==> config.mk <==
export PLATFORM = sky130hd
export DESIGN_NAME = hit_readout_top
export DESIGN_NICKNAME = d
export VERILOG_FILES = /design/src/readout_pkg.sv /design/src/hit_readout_top.sv /design/src/word_packer.sv /design/src/fifo_reader.sv /design/src/sync_fifo.sv /design/src/hit_tagger.sv
export VERILOG_INCLUDE_DIRS = /design/src
export SDC_FILE = /design/constraint.sdc
export NUM_CORES = 1
export LEC_CHECK = 0
export BUFFER_PORTS_ARGS = -buffer_cell sky130_fd_sc_hd__buf_2
export CORE_MARGIN = 3
export CORE_UTILIZATION = 39
export DETAILED_ROUTE_END_ITERATION = 16
export PLACE_DENSITY = 0.62
export SYNTH_ARGS = -nofsm -noshare
export SYNTH_HDL_FRONTEND = slang
export SYNTH_HIERARCHICAL = 1
export SYNTH_SLANG_ARGS = --single-unit
==> constraint.sdc <==
create_clock -name clk -period 5.9 [get_ports clk]
set_clock_uncertainty 0.2 [all_clocks]
set_input_delay 1.77 -clock clk [delete_from_list [all_inputs] [get_ports clk]]
set_output_delay 1.77 -clock clk [all_outputs]
set_load 0.05 [all_outputs]
==> src/readout_config.svh <==
// Readout path configuration macros
// Hit payload and sequence tag widths
// FIFO depth and the matching fill-level width

`ifndef READOUT_CONFIG_SVH
`define READOUT_CONFIG_SVH

// Raw hit payload bits
`define HIT_WIDTH 12

// Running sequence tag bits, wraps modulo 2**TAG_WIDTH
`define TAG_WIDTH 4

// FIFO entries, power of two
`define FIFO_DEPTH 8

// Fill level bits, log2 of FIFO_DEPTH
`define LEVEL_WIDTH 3

`endif
==> src/readout_pkg.sv <==
// Shared types of the hit readout path
// Vector typedefs for hits, tags, tagged and packed words
// Packer state enum

`include "readout_config.svh"

package readout_pkg;

    typedef logic [`HIT_WIDTH-1:0] hit_data_t;

    typedef logic [`TAG_WIDTH-1:0] hit_tag_t;

    // Tag in the upper bits, payload in the lower bits
    typedef logic [`TAG_WIDTH+`HIT_WIDTH-1:0] tagged_word_t;

    // First word of a pair in the lower half
    typedef logic [2*(`TAG_WIDTH+`HIT_WIDTH)-1:0] packed_word_t;

    typedef logic [`LEVEL_WIDTH-1:0] fifo_level_t;

    typedef enum logic {
        EMPTY_HALF,
        LOW_HALF_HELD
    } packer_state_t;

endpackage

==> src/hit_readout_top.sv <==
// Hit readout path top level
// Tagger, tagged-word FIFO, FIFO reader and word packer in a chain
// FIFO fill level brought out as status

`timescale 1ns/1ns

`include "readout_config.svh"

module hit_readout_top
    import readout_pkg::*;
(
    input  logic         clk,
    input  logic         reset,
    input  logic         in_valid,
    input  hit_data_t    in_data,
    input  logic         out_ready,
    output logic         in_ready,
    output logic         out_valid,
    output packed_word_t out_data,
    output fifo_level_t  fill_level
);

    // Tagger to FIFO
    logic         tag_valid;
    tagged_word_t tag_word;
    logic         full;

    // FIFO to reader
    logic         read;
    logic         empty;
    tagged_word_t data_out;

    // Reader to packer
    logic         word_valid;
    tagged_word_t word_data;
    logic         word_ready;

    hit_tagger u_hit_tagger (
        .clk       (clk),
        .reset     (reset),
        .in_valid  (in_valid),
        .in_data   (in_data),
        .full      (full),
        .in_ready  (in_ready),
        .tag_valid (tag_valid),
        .tag_word  (tag_word)
    );

    sync_fifo #(
        .DATA_WIDTH (`TAG_WIDTH + `HIT_WIDTH),
        .DEPTH      (`FIFO_DEPTH)
    ) u_sync_fifo (
        .clk      (clk),
        .reset    (reset),
        .write    (tag_valid),
        .read     (read),
        .data_in  (tag_word),
        .full     (full),
        .empty    (empty),
        .data_out (data_out),
        .size     (fill_level)
    );

    fifo_reader u_fifo_reader (
        .clk        (clk),
        .reset      (reset),
        .empty      (empty),
        .data_out   (data_out),
        .word_ready (word_ready),
        .read       (read),
        .word_valid (word_valid),
        .word_data  (word_data)
    );

    word_packer u_word_packer (
        .clk        (clk),
        .reset      (reset),
        .word_valid (word_valid),
        .word_data  (word_data),
        .out_ready  (out_ready),
        .word_ready (word_ready),
        .out_valid  (out_valid),
        .out_data   (out_data)
    );

endmodule

==> src/word_packer.sv <==
// Output stage of the readout path
// Pairs two tagged words into one packed output word
// First word lands in the lower half, second in the upper half

`timescale 1ns/1ns

module word_packer
    import readout_pkg::*;
(
    input  logic         clk,
    input  logic         reset,
    input  logic         word_valid,
    input  tagged_word_t word_data,
    input  logic         out_ready,
    output logic         word_ready,
    output logic         out_valid,
    output packed_word_t out_data
);

    packer_state_t state;
    tagged_word_t  low_q;
    packed_word_t  out_q;
    logic          out_valid_q;
    logic          out_free;
    logic          accept;

    // Output register is empty or drains this cycle
    assign out_free = !out_valid_q || out_ready;

    // A first half can always be parked
    assign word_ready = (state == EMPTY_HALF) || out_free;
    assign accept     = word_valid && word_ready;

    always_ff @(posedge clk) begin
        if (reset) begin
            state       <= EMPTY_HALF;
            out_valid_q <= 1'b0;
        end else begin
            case (state)
                EMPTY_HALF: begin
                    if (accept) begin
                        state <= LOW_HALF_HELD;
                    end
                    if (out_ready) begin
                        out_valid_q <= 1'b0;
                    end
                end
                LOW_HALF_HELD: begin
                    if (accept) begin
                        state       <= EMPTY_HALF;
                        out_valid_q <= 1'b1;
                    end else if (out_ready) begin
                        out_valid_q <= 1'b0;
                    end
                end
                default: state <= EMPTY_HALF;
            endcase
        end
    end

    always_ff @(posedge clk) begin
        if (accept && state == EMPTY_HALF) begin
            low_q <= word_data;
        end
        if (accept && state == LOW_HALF_HELD) begin
            out_q <= {word_data, low_q};
        end
    end

    assign out_valid = out_valid_q;
    assign out_data  = out_q;

endmodule

==> src/fifo_reader.sv <==
// Read side of the FIFO
// Issues reads and turns the one-cycle read latency back into
// a valid/ready stream through a two-entry skid buffer

`timescale 1ns/1ns

module fifo_reader
    import readout_pkg::*;
(
    input  logic         clk,
    input  logic         reset,
    input  logic         empty,
    input  tagged_word_t data_out,
    input  logic         word_ready,
    output logic         read,
    output logic         word_valid,
    output tagged_word_t word_data
);

    tagged_word_t skid [2];
    logic [1:0]   held;
    logic         pend;
    logic         pop;
    logic         skid_pop;
    logic         push;

    // Read only while the returning word still has a place
    assign read = !empty && ((held + pend) < 2'd2);

    // Skid head first, else the word returning from the FIFO this cycle
    assign word_valid = (held != 2'd0) || pend;
    assign word_data  = (held != 2'd0) ? skid[0] : data_out;

    assign pop      = word_valid && word_ready;
    assign skid_pop = pop && (held != 2'd0);
    // Returning word goes to the skid unless it was taken straight away
    assign push     = pend && !(pop && (held == 2'd0));

    always_ff @(posedge clk) begin
        if (reset) begin
            pend <= 1'b0;
            held <= 2'd0;
        end else begin
            pend <= read;
            held <= held + push - skid_pop;
        end
    end

    always_ff @(posedge clk) begin
        if (skid_pop) begin
            // Shift up, or refill the head from the returning word
            skid[0] <= (held == 2'd2) ? skid[1] : data_out;
        end else if (push) begin
            skid[held[0]] <= data_out;
        end
    end

endmodule

==> src/sync_fifo.sv <==
// Synchronous circular FIFO
// Wrapping read and write pointers over a register memory
// Registered empty with read look-ahead, combinational full
// Registered read data and pointer-distance fill level

`timescale 1ns/1ns

module sync_fifo #(
    parameter int DATA_WIDTH = 16,
    parameter int DEPTH      = 8
) (
    input  logic                     clk,
    input  logic                     reset,
    input  logic                     write,
    input  logic                     read,
    input  logic [DATA_WIDTH-1:0]    data_in,
    output logic                     full,
    output logic                     empty,
    output logic [DATA_WIDTH-1:0]    data_out,
    output logic [$clog2(DEPTH)-1:0] size
);

    localparam int PTR_WIDTH = $clog2(DEPTH);

    logic [DATA_WIDTH-1:0] mem [DEPTH];

    logic [PTR_WIDTH-1:0] wr_ptr;
    logic [PTR_WIDTH-1:0] rd_ptr;
    logic [PTR_WIDTH-1:0] wr_inc;
    logic [PTR_WIDTH-1:0] rd_inc;
    logic                 do_write;
    logic                 do_read;

    // Depth is a power of two, so the increments wrap on their own
    assign wr_inc = wr_ptr + 1'b1;
    assign rd_inc = rd_ptr + 1'b1;

    // One slot always stays free to tell full from empty
    assign full = (wr_inc == rd_ptr);

    assign do_write = write && !full;
    assign do_read  = read && !empty;

    always_ff @(posedge clk) begin
        if (reset) begin
            wr_ptr <= '0;
        end else if (do_write) begin
            wr_ptr <= wr_inc;
        end
    end

    always_ff @(posedge clk) begin
        if (reset) begin
            rd_ptr <= '0;
        end else if (do_read) begin
            rd_ptr <= rd_inc;
        end
    end

    // Look ahead past the read in progress
    // A write in the same cycle shows up one cycle later
    always_ff @(posedge clk) begin
        if (reset) begin
            empty <= 1'b1;
        end else if (do_read) begin
            empty <= (wr_ptr == rd_inc);
        end else begin
            empty <= (wr_ptr == rd_ptr);
        end
    end

    always_ff @(posedge clk) begin
        if (do_write) begin
            mem[wr_ptr] <= data_in;
        end
    end

    // Read word is on data_out the cycle after the read
    always_ff @(posedge clk) begin
        if (do_read) begin
            data_out <= mem[rd_ptr];
        end
    end

    // Fill level, with the write pointer behind the read pointer after a wrap
    always_comb begin
        if (wr_ptr >= rd_ptr) begin
            size = wr_ptr - rd_ptr;
        end else begin
            size = PTR_WIDTH'(DEPTH + wr_ptr - rd_ptr);
        end
    end

endmodule

==> src/hit_tagger.sv <==
// Input stage of the readout path
// Registers one hit and stamps it with a running sequence tag
// Feeds the FIFO write port, with full as back-pressure

`timescale 1ns/1ns

module hit_tagger
    import readout_pkg::*;
(
    input  logic         clk,
    input  logic         reset,
    input  logic         in_valid,
    input  hit_data_t    in_data,
    input  logic         full,
    output logic         in_ready,
    output logic         tag_valid,
    output tagged_word_t tag_word
);

    logic         valid_q;
    tagged_word_t word_q;
    hit_tag_t     tag_cnt;
    logic         accept;

    // Free when empty or when the held word enters the FIFO this cycle
    assign in_ready = !valid_q || !full;
    assign accept   = in_valid && in_ready;

    always_ff @(posedge clk) begin
        if (reset) begin
            valid_q <= 1'b0;
            tag_cnt <= '0;
        end else begin
            if (accept) begin
                valid_q <= 1'b1;
                // Wraps back to zero after the last tag value
                tag_cnt <= tag_cnt + 1'b1;
            end else if (!full) begin
                valid_q <= 1'b0;
            end
        end
    end

    // Hit gets the tag before the increment
    always_ff @(posedge clk) begin
        if (accept) begin
            word_q <= {tag_cnt, in_data};
        end
    end

    assign tag_valid = valid_q;
    assign tag_word  = word_q;

endmodule

Word level (Yosys, flattened, before mapping)
Memories as Yosys holds them, arrays and structs flattened. A register that Yosys moved wholly into a read port is not among the register bits.
Index checks and enable logic that the tools add are counted.
Widths: inputs -> output; s select.
{"block": "op_classes", "n_eq_ne": 5, "n_shift": 0, "addsub": 9, "magnitude_cmp": 2, "n_bitwise": 1, "muxes": 22, "reduce_logical": 22, "multipliers": 0, "div": 0}
{"cell": "$mux 16", "count": 3}
{"cell": "$mux 1", "count": 16}
{"cell": "$reduce_or 16->1", "count": 1}
{"cell": "$logic_and 1x1->1", "count": 10}
{"cell": "$eq 3x3->1", "count": 3}
{"cell": "$add 3x1->3 const B", "count": 2}
{"cell": "$sub 3x3->3", "count": 2}
{"cell": "$logic_not 1->1", "count": 5}
{"cell": "$add 2x1->2", "count": 2}
{"cell": "$add 4x1->4 const B", "count": 1}
{"cell": "$logic_or 1x1->1", "count": 4}
{"cell": "$pmux 1 s2", "count": 2}
{"cell": "$add 1x3->3 const A", "count": 1}
{"cell": "$ge 3x3->1", "count": 1}
{"cell": "$mux 3", "count": 1}
{"cell": "$eq 2x2->1 const B", "count": 1}
{"cell": "$logic_not 2->1", "count": 1}
{"cell": "$lt 2x2->1 const B", "count": 1}
{"cell": "$ne 2x2->1 const B", "count": 1}
{"cell": "$reduce_bool 2->1", "count": 1}
{"cell": "$sub 2x1->2", "count": 1}
{"cell": "$not 1->1", "count": 1}
{"block": "word_totals", "ff_bits": 81, "mem_count": 2, "in_bits": 16, "mem_bits_ro": 0, "wordCells": 75, "output_inout_bits": 37, "latchBits": 0, "ram_bits": 160}
{"name": "u_sync_fifo.mem", "words": 8, "width": 16, "read_ports": 1, "rd_ports_with_merged_regs": 1, "wr": 1, "line": "sync_fifo.sv:25", "text": "logic [DATA_WIDTH-1:0] mem [DEPTH];"}
{"name": "u_fifo_reader.skid", "words": 2, "width": 16, "read_ports": 2, "rd_ports_with_merged_regs": 0, "wr": 1, "line": "fifo_reader.sv:20", "text": "tagged_word_t skid [2];"}

Logic depth before layout (Yosys ltp)
Gate-level depths: netlist (run 1).
{"block": "depth", "word_depth": 12, "depth_mapped": 10, "mapped_depth_nobuf": 9}

Modules after synthesis
Netlist (run 1), hierarchy kept.
{"module": "sync_fifo", "area_per_inst_um2": 5993.2, "seq_area_each_um2": 4464.3, "n_inst": 1, "cells_per_inst": 279}
{"module": "fifo_reader", "area_per_inst_um2": 1556.5, "seq_area_each_um2": 1021.0, "n_inst": 1, "cells_per_inst": 91}
{"module": "word_packer", "area_per_inst_um2": 1535.2, "seq_area_each_um2": 1481.4, "n_inst": 1, "cells_per_inst": 58}
{"module": "hit_tagger", "area_per_inst_um2": 703.2, "seq_area_each_um2": 580.6, "n_inst": 1, "cells_per_inst": 39}

Least setup slack after synthesis (run 1)
OpenSTA, ideal clock, no wires.
{"block": "synth_path", "kind": "register -> output", "from": "reg u_sync_fifo.wr_ptr[0]", "to": "out fill_level[2]", "slack_ns": 1.864, "t_arrival_ns": 2.066, "path_buffers": 1, "t_required_ns": 3.930, "stages_incl_launch_ff": 6, "cell_sequence": "dfxtp_1 -> clkbuf_1 -> inv_1 -> ha_1 -> fa_1 -> xnor2_1"}
{"block": "synth_between", "elab_chain_len": 3, "word_cells_on_any_way": 5, "cone_classes": "3 x add/sub; 1 x order compare; 1 x mux"}
{"item": "start: declaration", "line": "sync_fifo.sv:27", "text": "logic [PTR_WIDTH-1:0] wr_ptr;"}
{"item": "start signal: assignment", "line": "sync_fifo.sv:48", "text": "wr_ptr <= wr_inc;"}
{"item": "$add 1x3->3", "line": "sync_fifo.sv:90", "text": "size = PTR_WIDTH'(DEPTH + wr_ptr - rd_ptr);"}
{"item": "$sub 3x3->3", "line": "sync_fifo.sv:90"}
{"item": "$mux 3 *", "line": "sync_fifo.sv:87", "text": "if (wr_ptr >= rd_ptr) begin"}
{"item": "end: declaration", "line": "hit_readout_top.sv:20", "text": "output fifo_level_t fill_level"}
Every way passes the cells marked *; elsewhere a longest branch is shown, timed or not.

Final worst setup path (run 1)
{"block": "layout_path", "from": "reg u_sync_fifo.wr_ptr[0]", "to": "out in_ready"}
{"block": "layout_between", "elab_chain_len": 4}
{"item": "$add 3x1->3", "line": "sync_fifo.sv:35", "text": "assign wr_inc = wr_ptr + 1'b1;"}
{"item": "$eq 3x3->1", "line": "sync_fifo.sv:39", "text": "assign full = (wr_inc == rd_ptr);"}
{"item": "named net full", "line": "hit_readout_top.sv:26", "text": "logic full;"}
{"item": "$logic_not 1->1", "line": "hit_tagger.sv:26", "text": "assign in_ready = !valid_q || !full;"}
{"item": "$logic_or 1x1->1", "line": "hit_tagger.sv:26"}
{"item": "end: declaration", "line": "hit_readout_top.sv:17", "text": "output logic in_ready,"}
The timed path passes the listed nets, and every way through them passes these cells.

==> results of run 1 <==
cells in the mapped netlist (all sizes together) (2+ instances only):
| cell | instances | area share |
|---|---|---|
| a21oi | 7 | 0.0036 |
| and2 | 2 | 0.0013 |
| buf | 11 | 0.0088 |
| clkbuf | 5 | 0.0019 |
| dfxtp | 17 | 0.035 |
| edfxtp | 240 | 0.74 |
| ha | 8 | 0.010 |
| inv | 10 | 0.0038 |
| mux2 | 48 | 0.055 |
| mux4 | 32 | 0.083 |
| nand2 | 13 | 0.0050 |
| nand2b | 5 | 0.0032 |
| nand3 | 4 | 0.0020 |
| nand3b | 2 | 0.0015 |
| nand4 | 2 | 0.0013 |
| nor2 | 13 | 0.0052 |
| nor2b | 5 | 0.0040 |
| nor3 | 6 | 0.0031 |
| nor3b | 2 | 0.0027 |
| o21ai | 3 | 0.0015 |
| o31ai | 2 | 0.0015 |
| or3 | 3 | 0.0019 |
| or4 | 3 | 0.0023 |
| xnor2 | 9 | 0.0081 |
| xor2 | 4 | 0.0043 |
sequential cells by signal, indices dropped and copies added (netlist names), 2 cells and up:
signal                  cells
u_sync_fifo/mem           128
u_fifo_reader/skid         32
u_word_packer/out_data     32
u_hit_tagger/tag_word      16
u_sync_fifo/data_out       16
u_word_packer/low_q        16
u_hit_tagger/tag_cnt        4
u_sync_fifo/rd_ptr          3
u_sync_fifo/wr_ptr          3
u_fifo_reader/held          2
layer usage:
| layer | GRT usage | part of all wire | vias up |
|---|---|---|---|
| met5 | 0 | 0 | - |
| met4 | 0.0355 | 0.025 | 0 |
| met3 | 0.0271 | 0.050 | 35 |
| met2 | 0.205 | 0.49 | 94 |
| met1 | 0.152 | 0.43 | 2190 |
| li1 | - | - | 2038 |
worst max-delay path, cell delays in order (launching register included):
cell and delay, ns:
dfxtp_1 0.68, ha_1 0.38, xor3_1 0.33, nor3_1 0.42, nand2_1 0.09, buf_2 0.22
cell type report:
cell class / instances / area (um2)
clock buffers: 29 / 683
clock inverters: 20 / 218
fillers: 2041 / 13100
inverters: 10 / 37.5
multi-input cells: 184 / 2150
flip-flops and latches: 257 / 7550
well taps: 324 / 405
repair buffers: 58 / 305
worst paths after layout:
check,from,endpoint,slack (ns),cells past startpoint
setup reg to reg,u_sync_fifo/rd_ptr[0],u_sync_fifo/mem[3][5],2.59,4
setup / recovery,u_sync_fifo/wr_ptr[0],in_ready,1.29,5
hold reg to reg,u_word_packer/low_q[11],u_word_packer/out_data[11],0.22,0
hold / removal,u_word_packer/low_q[11],u_word_packer/out_data[11],0.22,0
stage by stage:
step | total power, mW | instances
after detailed placement | 3.04 | 833
after CTS | 4.76 | 882
after floorplan | 2.88 | 467
final | 4.69 | 882
after global routing | 4.88 | 882
after global placement | 3.01 | 833
power by group through the flow:
stage	logic [mW]	clock network, mW	registers, mW
after floorplan	0.332	0	2.55
after CTS	0.639	1.75	2.37
after global routing	0.682	1.81	2.39
after detailed placement	0.635	0	2.41
after global placement	0.621	0	2.39
final	0.628	1.69	2.37
logic make-up after synthesis:
group | count (synthesis)
compound gates | 18
mux | 81
fa+ha+maj | 9
simple gates | 62
buf+inv | 26
flops | 257
xor+xnor | 14
==> flow_metrics.tcl, run 1 <==
set metrics [dict create \
    finalNetCount 563 \
    cts-root-buf "clkbuf_16" \
    rsz0062_at_grt "false" \
    drtIter0Drc 237 \
    sw_frac_of_total 0.244 \
    synth-simple-area-share 0.0350 \
    synth_top_family_by_area "multiplexers" \
    syn_nets 492 \
    cts_buffers 27 \
    cts_setup_buffers 0 \
    muxShareOfSynthArea 0.139 \
    h-tree-depth 1 \
    slew_headroom 0.233 \
    switchingPower_mw 1.14 \
    cts_resized 0 \
    p_int_mw 3.55 \
    antenna_cells 0 \
    slew_viol_final 0 \
    synth-seq-cells 257 \
    port_buffers 52 \
    setup_viol 0 \
    hold-worst-slack_ns 0.219 \
    worstSetupPathType "flop to primary output" \
    setup_tns_ns 0 \
    cts_tree "yes" \
    syn_area_um2 9790 \
    max_freq_mhz 217 \
    status "finished clean" \
    maxCapViolations 0 \
    syn_inst 467 \
    synth_area_per_cell_um2 21.0 \
    ys_async_sr_fraction 0 \
    grt_pass1_vias 4557 \
    design_area_um2 11400 \
    syn2layout_area_growth_pct 16.0 \
    worstPathRequired_ns 3.93 \
    cp.arrival_ns 2.64 \
    die-area_um2 27000 \
    drtPass1Iterations 6 \
    cts_buffer_depth 3 \
    coreArea_um2 24500 \
    grt_pass1_wl_mm 25.0 \
    clk_latency_ns 0.53 \
    synth_compound_area_frac 0.0128 \
    synthXorXnorAreaFrac 0.0148 \
    wl_per_cell_um 17.7 \
    dp_hpwl_mm 9.26 \
    cts.sinks 257 \
    hp-class "flop to flop" \
    grt_usage 0.119 \
    place_congestion 0.686 \
    endpoint_kind "primary output" \
    seq_power_share 0.505 \
    wl_mm 15.6 \
    powerDensity_nw_per_um2 413 \
    yosysUniqueCellTypes 44 \
    final_common_cell "edfxtp_1" \
    drc 0 \
    yosysWarnings 6 \
    ys.flop_type "edfxtp_1" \
    grt-ovfl-total 0 \
    vias 4357 \
    vdd_drop_max_mv 0.196 \
    place_ws_ns 1.82 \
    comb_power_share 0.134 \
    final_hold_viol_count 0 \
    hold_buffers 0 \
    pwr-share-clk 0.361 \
    antenna_found_initial 0 \
    synth-seq-area-share 0.771 \
    rows 57 \
    grt_max_degree 36 \
    worstPathMaxFanout 10 \
    utilization 0.464 \
    fin_crit_ns 4.61 \
    die_height_um 164 \
    p_leak_nw 3.77 \
    drive_above_1_share 0.297 \
    viasPerCell 4.94 \
    fin_ws_ns 1.29 \
    pin_count 53 \
    period_share 0.782 \
    ant_nets 0 \
    startpoint_type "flop" \
    final_cell_mix "240 x edfxtp_1, 52 x buf_2, 48 x mux2_2, 27 x clkbuf_16, 25 x mux4_1" \
    synth_edf_count 240 \
    synthAdderAreaFrac 0.0123 \
    clk_pin_slew_ns 0.06 \
    worst_slew_pin_slew_ns 1.15 \
    start_util 0.400 \
    post_dp_cell_area_um2 10500 \
    chipWidth_um 164 \
]
No activity file was read; power rests on OpenSTA's default activity.
==> inputs of run 2 (changes only) <==
--- a/config.mk
+++ b/config.mk
@@ -10,7 +10,7 @@
 export CORE_MARGIN = 3
 export CORE_UTILIZATION = 39
 export DETAILED_ROUTE_END_ITERATION = 16
-export PLACE_DENSITY = 0.62
+export PLACE_DENSITY = 0.64
 export SYNTH_ARGS = -nofsm -noshare
 export SYNTH_HDL_FRONTEND = slang
 export SYNTH_HIERARCHICAL = 1
==> constraint.sdc (replaced) <==
create_clock -name clk -period 4.2 [get_ports clk]
set_clock_uncertainty 0.2 [all_clocks]
set_input_delay 1.26 -clock clk [delete_from_list [all_inputs] [get_ports clk]]
set_output_delay 1.26 -clock clk [all_outputs]
set_load 0.05 [all_outputs]
==> run 2 against run 1 <==
Against the previous run: critical path depth unchanged; clock-buffer cell count rose by 11; critical endpoint unchanged; clock power rose by 25%; utilization decreased by 0.36 points; die area stayed put; first-iteration DRC count rose by 26%; via count rose by 0.99%; final area is 0.78% lower; worst setup slack got worse by 1.0 ns; hold slack worse by 0.0012 ns.
==> flow_metrics.tcl, run 2 (synthesis gave the netlist of run 1 again) <==
set metrics [dict create \
    startpoint_type "flop" \
    worstReg2RegEnd "u_sync_fifo/mem[4][5]" \
    cts_setup_buffers 0 \
    cts_buffers 27 \
    antenna_found_initial 0 \
    syn2layout_area_growth_pct 15.1 \
    dp_hpwl_mm 9.51 \
    place_ws_ns 0.608 \
    finalNetCount 567 \
    crit-reg2reg-launch "u_sync_fifo/wr_ptr[0]" \
    cts-root-buf "clkbuf_16" \
    rsz0062_at_grt "false" \
    worstSetupStartpoint "u_sync_fifo/wr_ptr[0]" \
    min_from "u_word_packer/low_q[13]" \
    slew_viol_final 0 \
    grt_pass1_wl_mm 25.4 \
    largest_reg_flops 128 \
    r2r_setup_slack_ns 1.24 \
    powerDensity_nw_per_um2 562 \
    max_freq_mhz 256 \
    die_height_um 164 \
    grt_usage 0.120 \
    p_leak_nw 3.74 \
    viasPerCell 4.97 \
    pin_count 53 \
    worstSetupPathType "flop to primary output" \
    wl_mm 16.0 \
    final_common_cell "edfxtp_1" \
    fin_ws_ns 0.287 \
    fin_crit_ns 3.91 \
    cp.arrival_ns 2.45 \
    chipWidth_um 164 \
    coreArea_um2 24500 \
    reg2reg_depth 4 \
    post_dp_cell_area_um2 10500 \
    place_congestion 0.699 \
    utilization 0.460 \
    hold_buffers 0 \
    design_area_um2 11300 \
    h-tree-depth 1 \
    hp-class "flop to flop" \
    drtPass1Iterations 4 \
    status "finished clean" \
    final_hold_viol_count 0 \
    cts_tree "yes" \
    start_util 0.400 \
    maxCapViolations 0 \
    dp_cells 837 \
    grt_pass1_vias 4523 \
    die-area_um2 27000 \
    regArea_um2 7550 \
    total_power_mw 6.33 \
    cts.sinks 257 \
    vdd_drop_max_mv 0.263 \
    clk_latency_ns 0.51 \
    endpoint_kind "primary output" \
    final_cell_mix "240 x edfxtp_1, 52 x buf_2, 48 x mux2_2, 27 x clkbuf_16, 25 x mux4_1" \
    period_share 0.932 \
    clk_pin_slew_ns 0.06 \
    multi_input_area_um2 2140 \
    slew_headroom 0.297 \
    rows 57 \
    fillers 2068 \
    port_buffers 52 \
    final_cells 886 \
    wl_per_cell_um 18.1 \
    top_register "u_sync_fifo/mem" \
    worst_slew_pin_slew_ns 1.05 \
    drtIter0Drc 299 \
    hold-path-cell-count 0 \
    cts_buffer_depth 3 \
    antenna_cells 0 \
    worstPathRequired_ns 2.74 \
    hold-worst-slack_ns 0.218 \
    whs_endpoint "u_word_packer/out_data[13]" \
    drc 0 \
    worstPathMaxFanout 10 \
    setup_tns_ns 0 \
    grt-ovfl-total 0 \
    grt_max_degree 37 \
    setup_viol 0 \
    drive_above_1_share 0.290 \
    vias 4400 \
    ant_nets 0 \
]
-- run 2: cell types whose count changed in the layout (fill, tap and decap cells not counted), moves of 4 or more --
| cell | before | now |
|---|---|---|
| buf_4 | 6 | 10 |
| bufinv_16 | 5 | 0 |
| clkbuf_1 | 2 | 11 |
| clkinv_1 | 9 | 4 |
| nor2_1 | 8 | 12 |
| nor2_2 | 5 | 1 |
-- run 2: critical path, cell delays in order, from the launching register on --
cell	delay, ns
dfxtp_2	0.52
ha_1	0.34
xor3_1	0.33
nor3_1	0.43
nand2_1	0.09
buf_2	0.23
-- run 2: what timing repair did --
action,4_1_cts,5_1_grt
resized for setup,0,1
endpoints found under the hold margin,0,0
endpoints found under the setup margin,0,1
-- run 2: routing by layer --
metal  share of wire  routed length, um  GRT usage
met5               0                  0          0
met4           0.024                384     0.0316
met3           0.050                803     0.0236
met2            0.49               7900      0.207
met1            0.43               6930      0.157
-- run 2: final cells by class --
class                   instances  share of cell area
inverters                      10             0.00333
flip-flops and latches        257               0.670
clock buffers                  40              0.0661
well taps                     324              0.0360
repair buffers                 62              0.0298
clock inverters                 9             0.00411
multi-input cells             184               0.190
-- run 2: report_power, final --
group | switching, mW | internal (mW)
Combinational | 0.594 | 0.291
Sequential | 0.110 | 3.22
Clock | 0.892 | 1.22
-- run 2: worst max path at each step --
stage,to,depth (start not counted)
finish,in_ready,5
detailed placement,in_ready,5
CTS,in_ready,5
global route,in_ready,5
floorplan,fill_level[2],5
global placement,in_ready,5
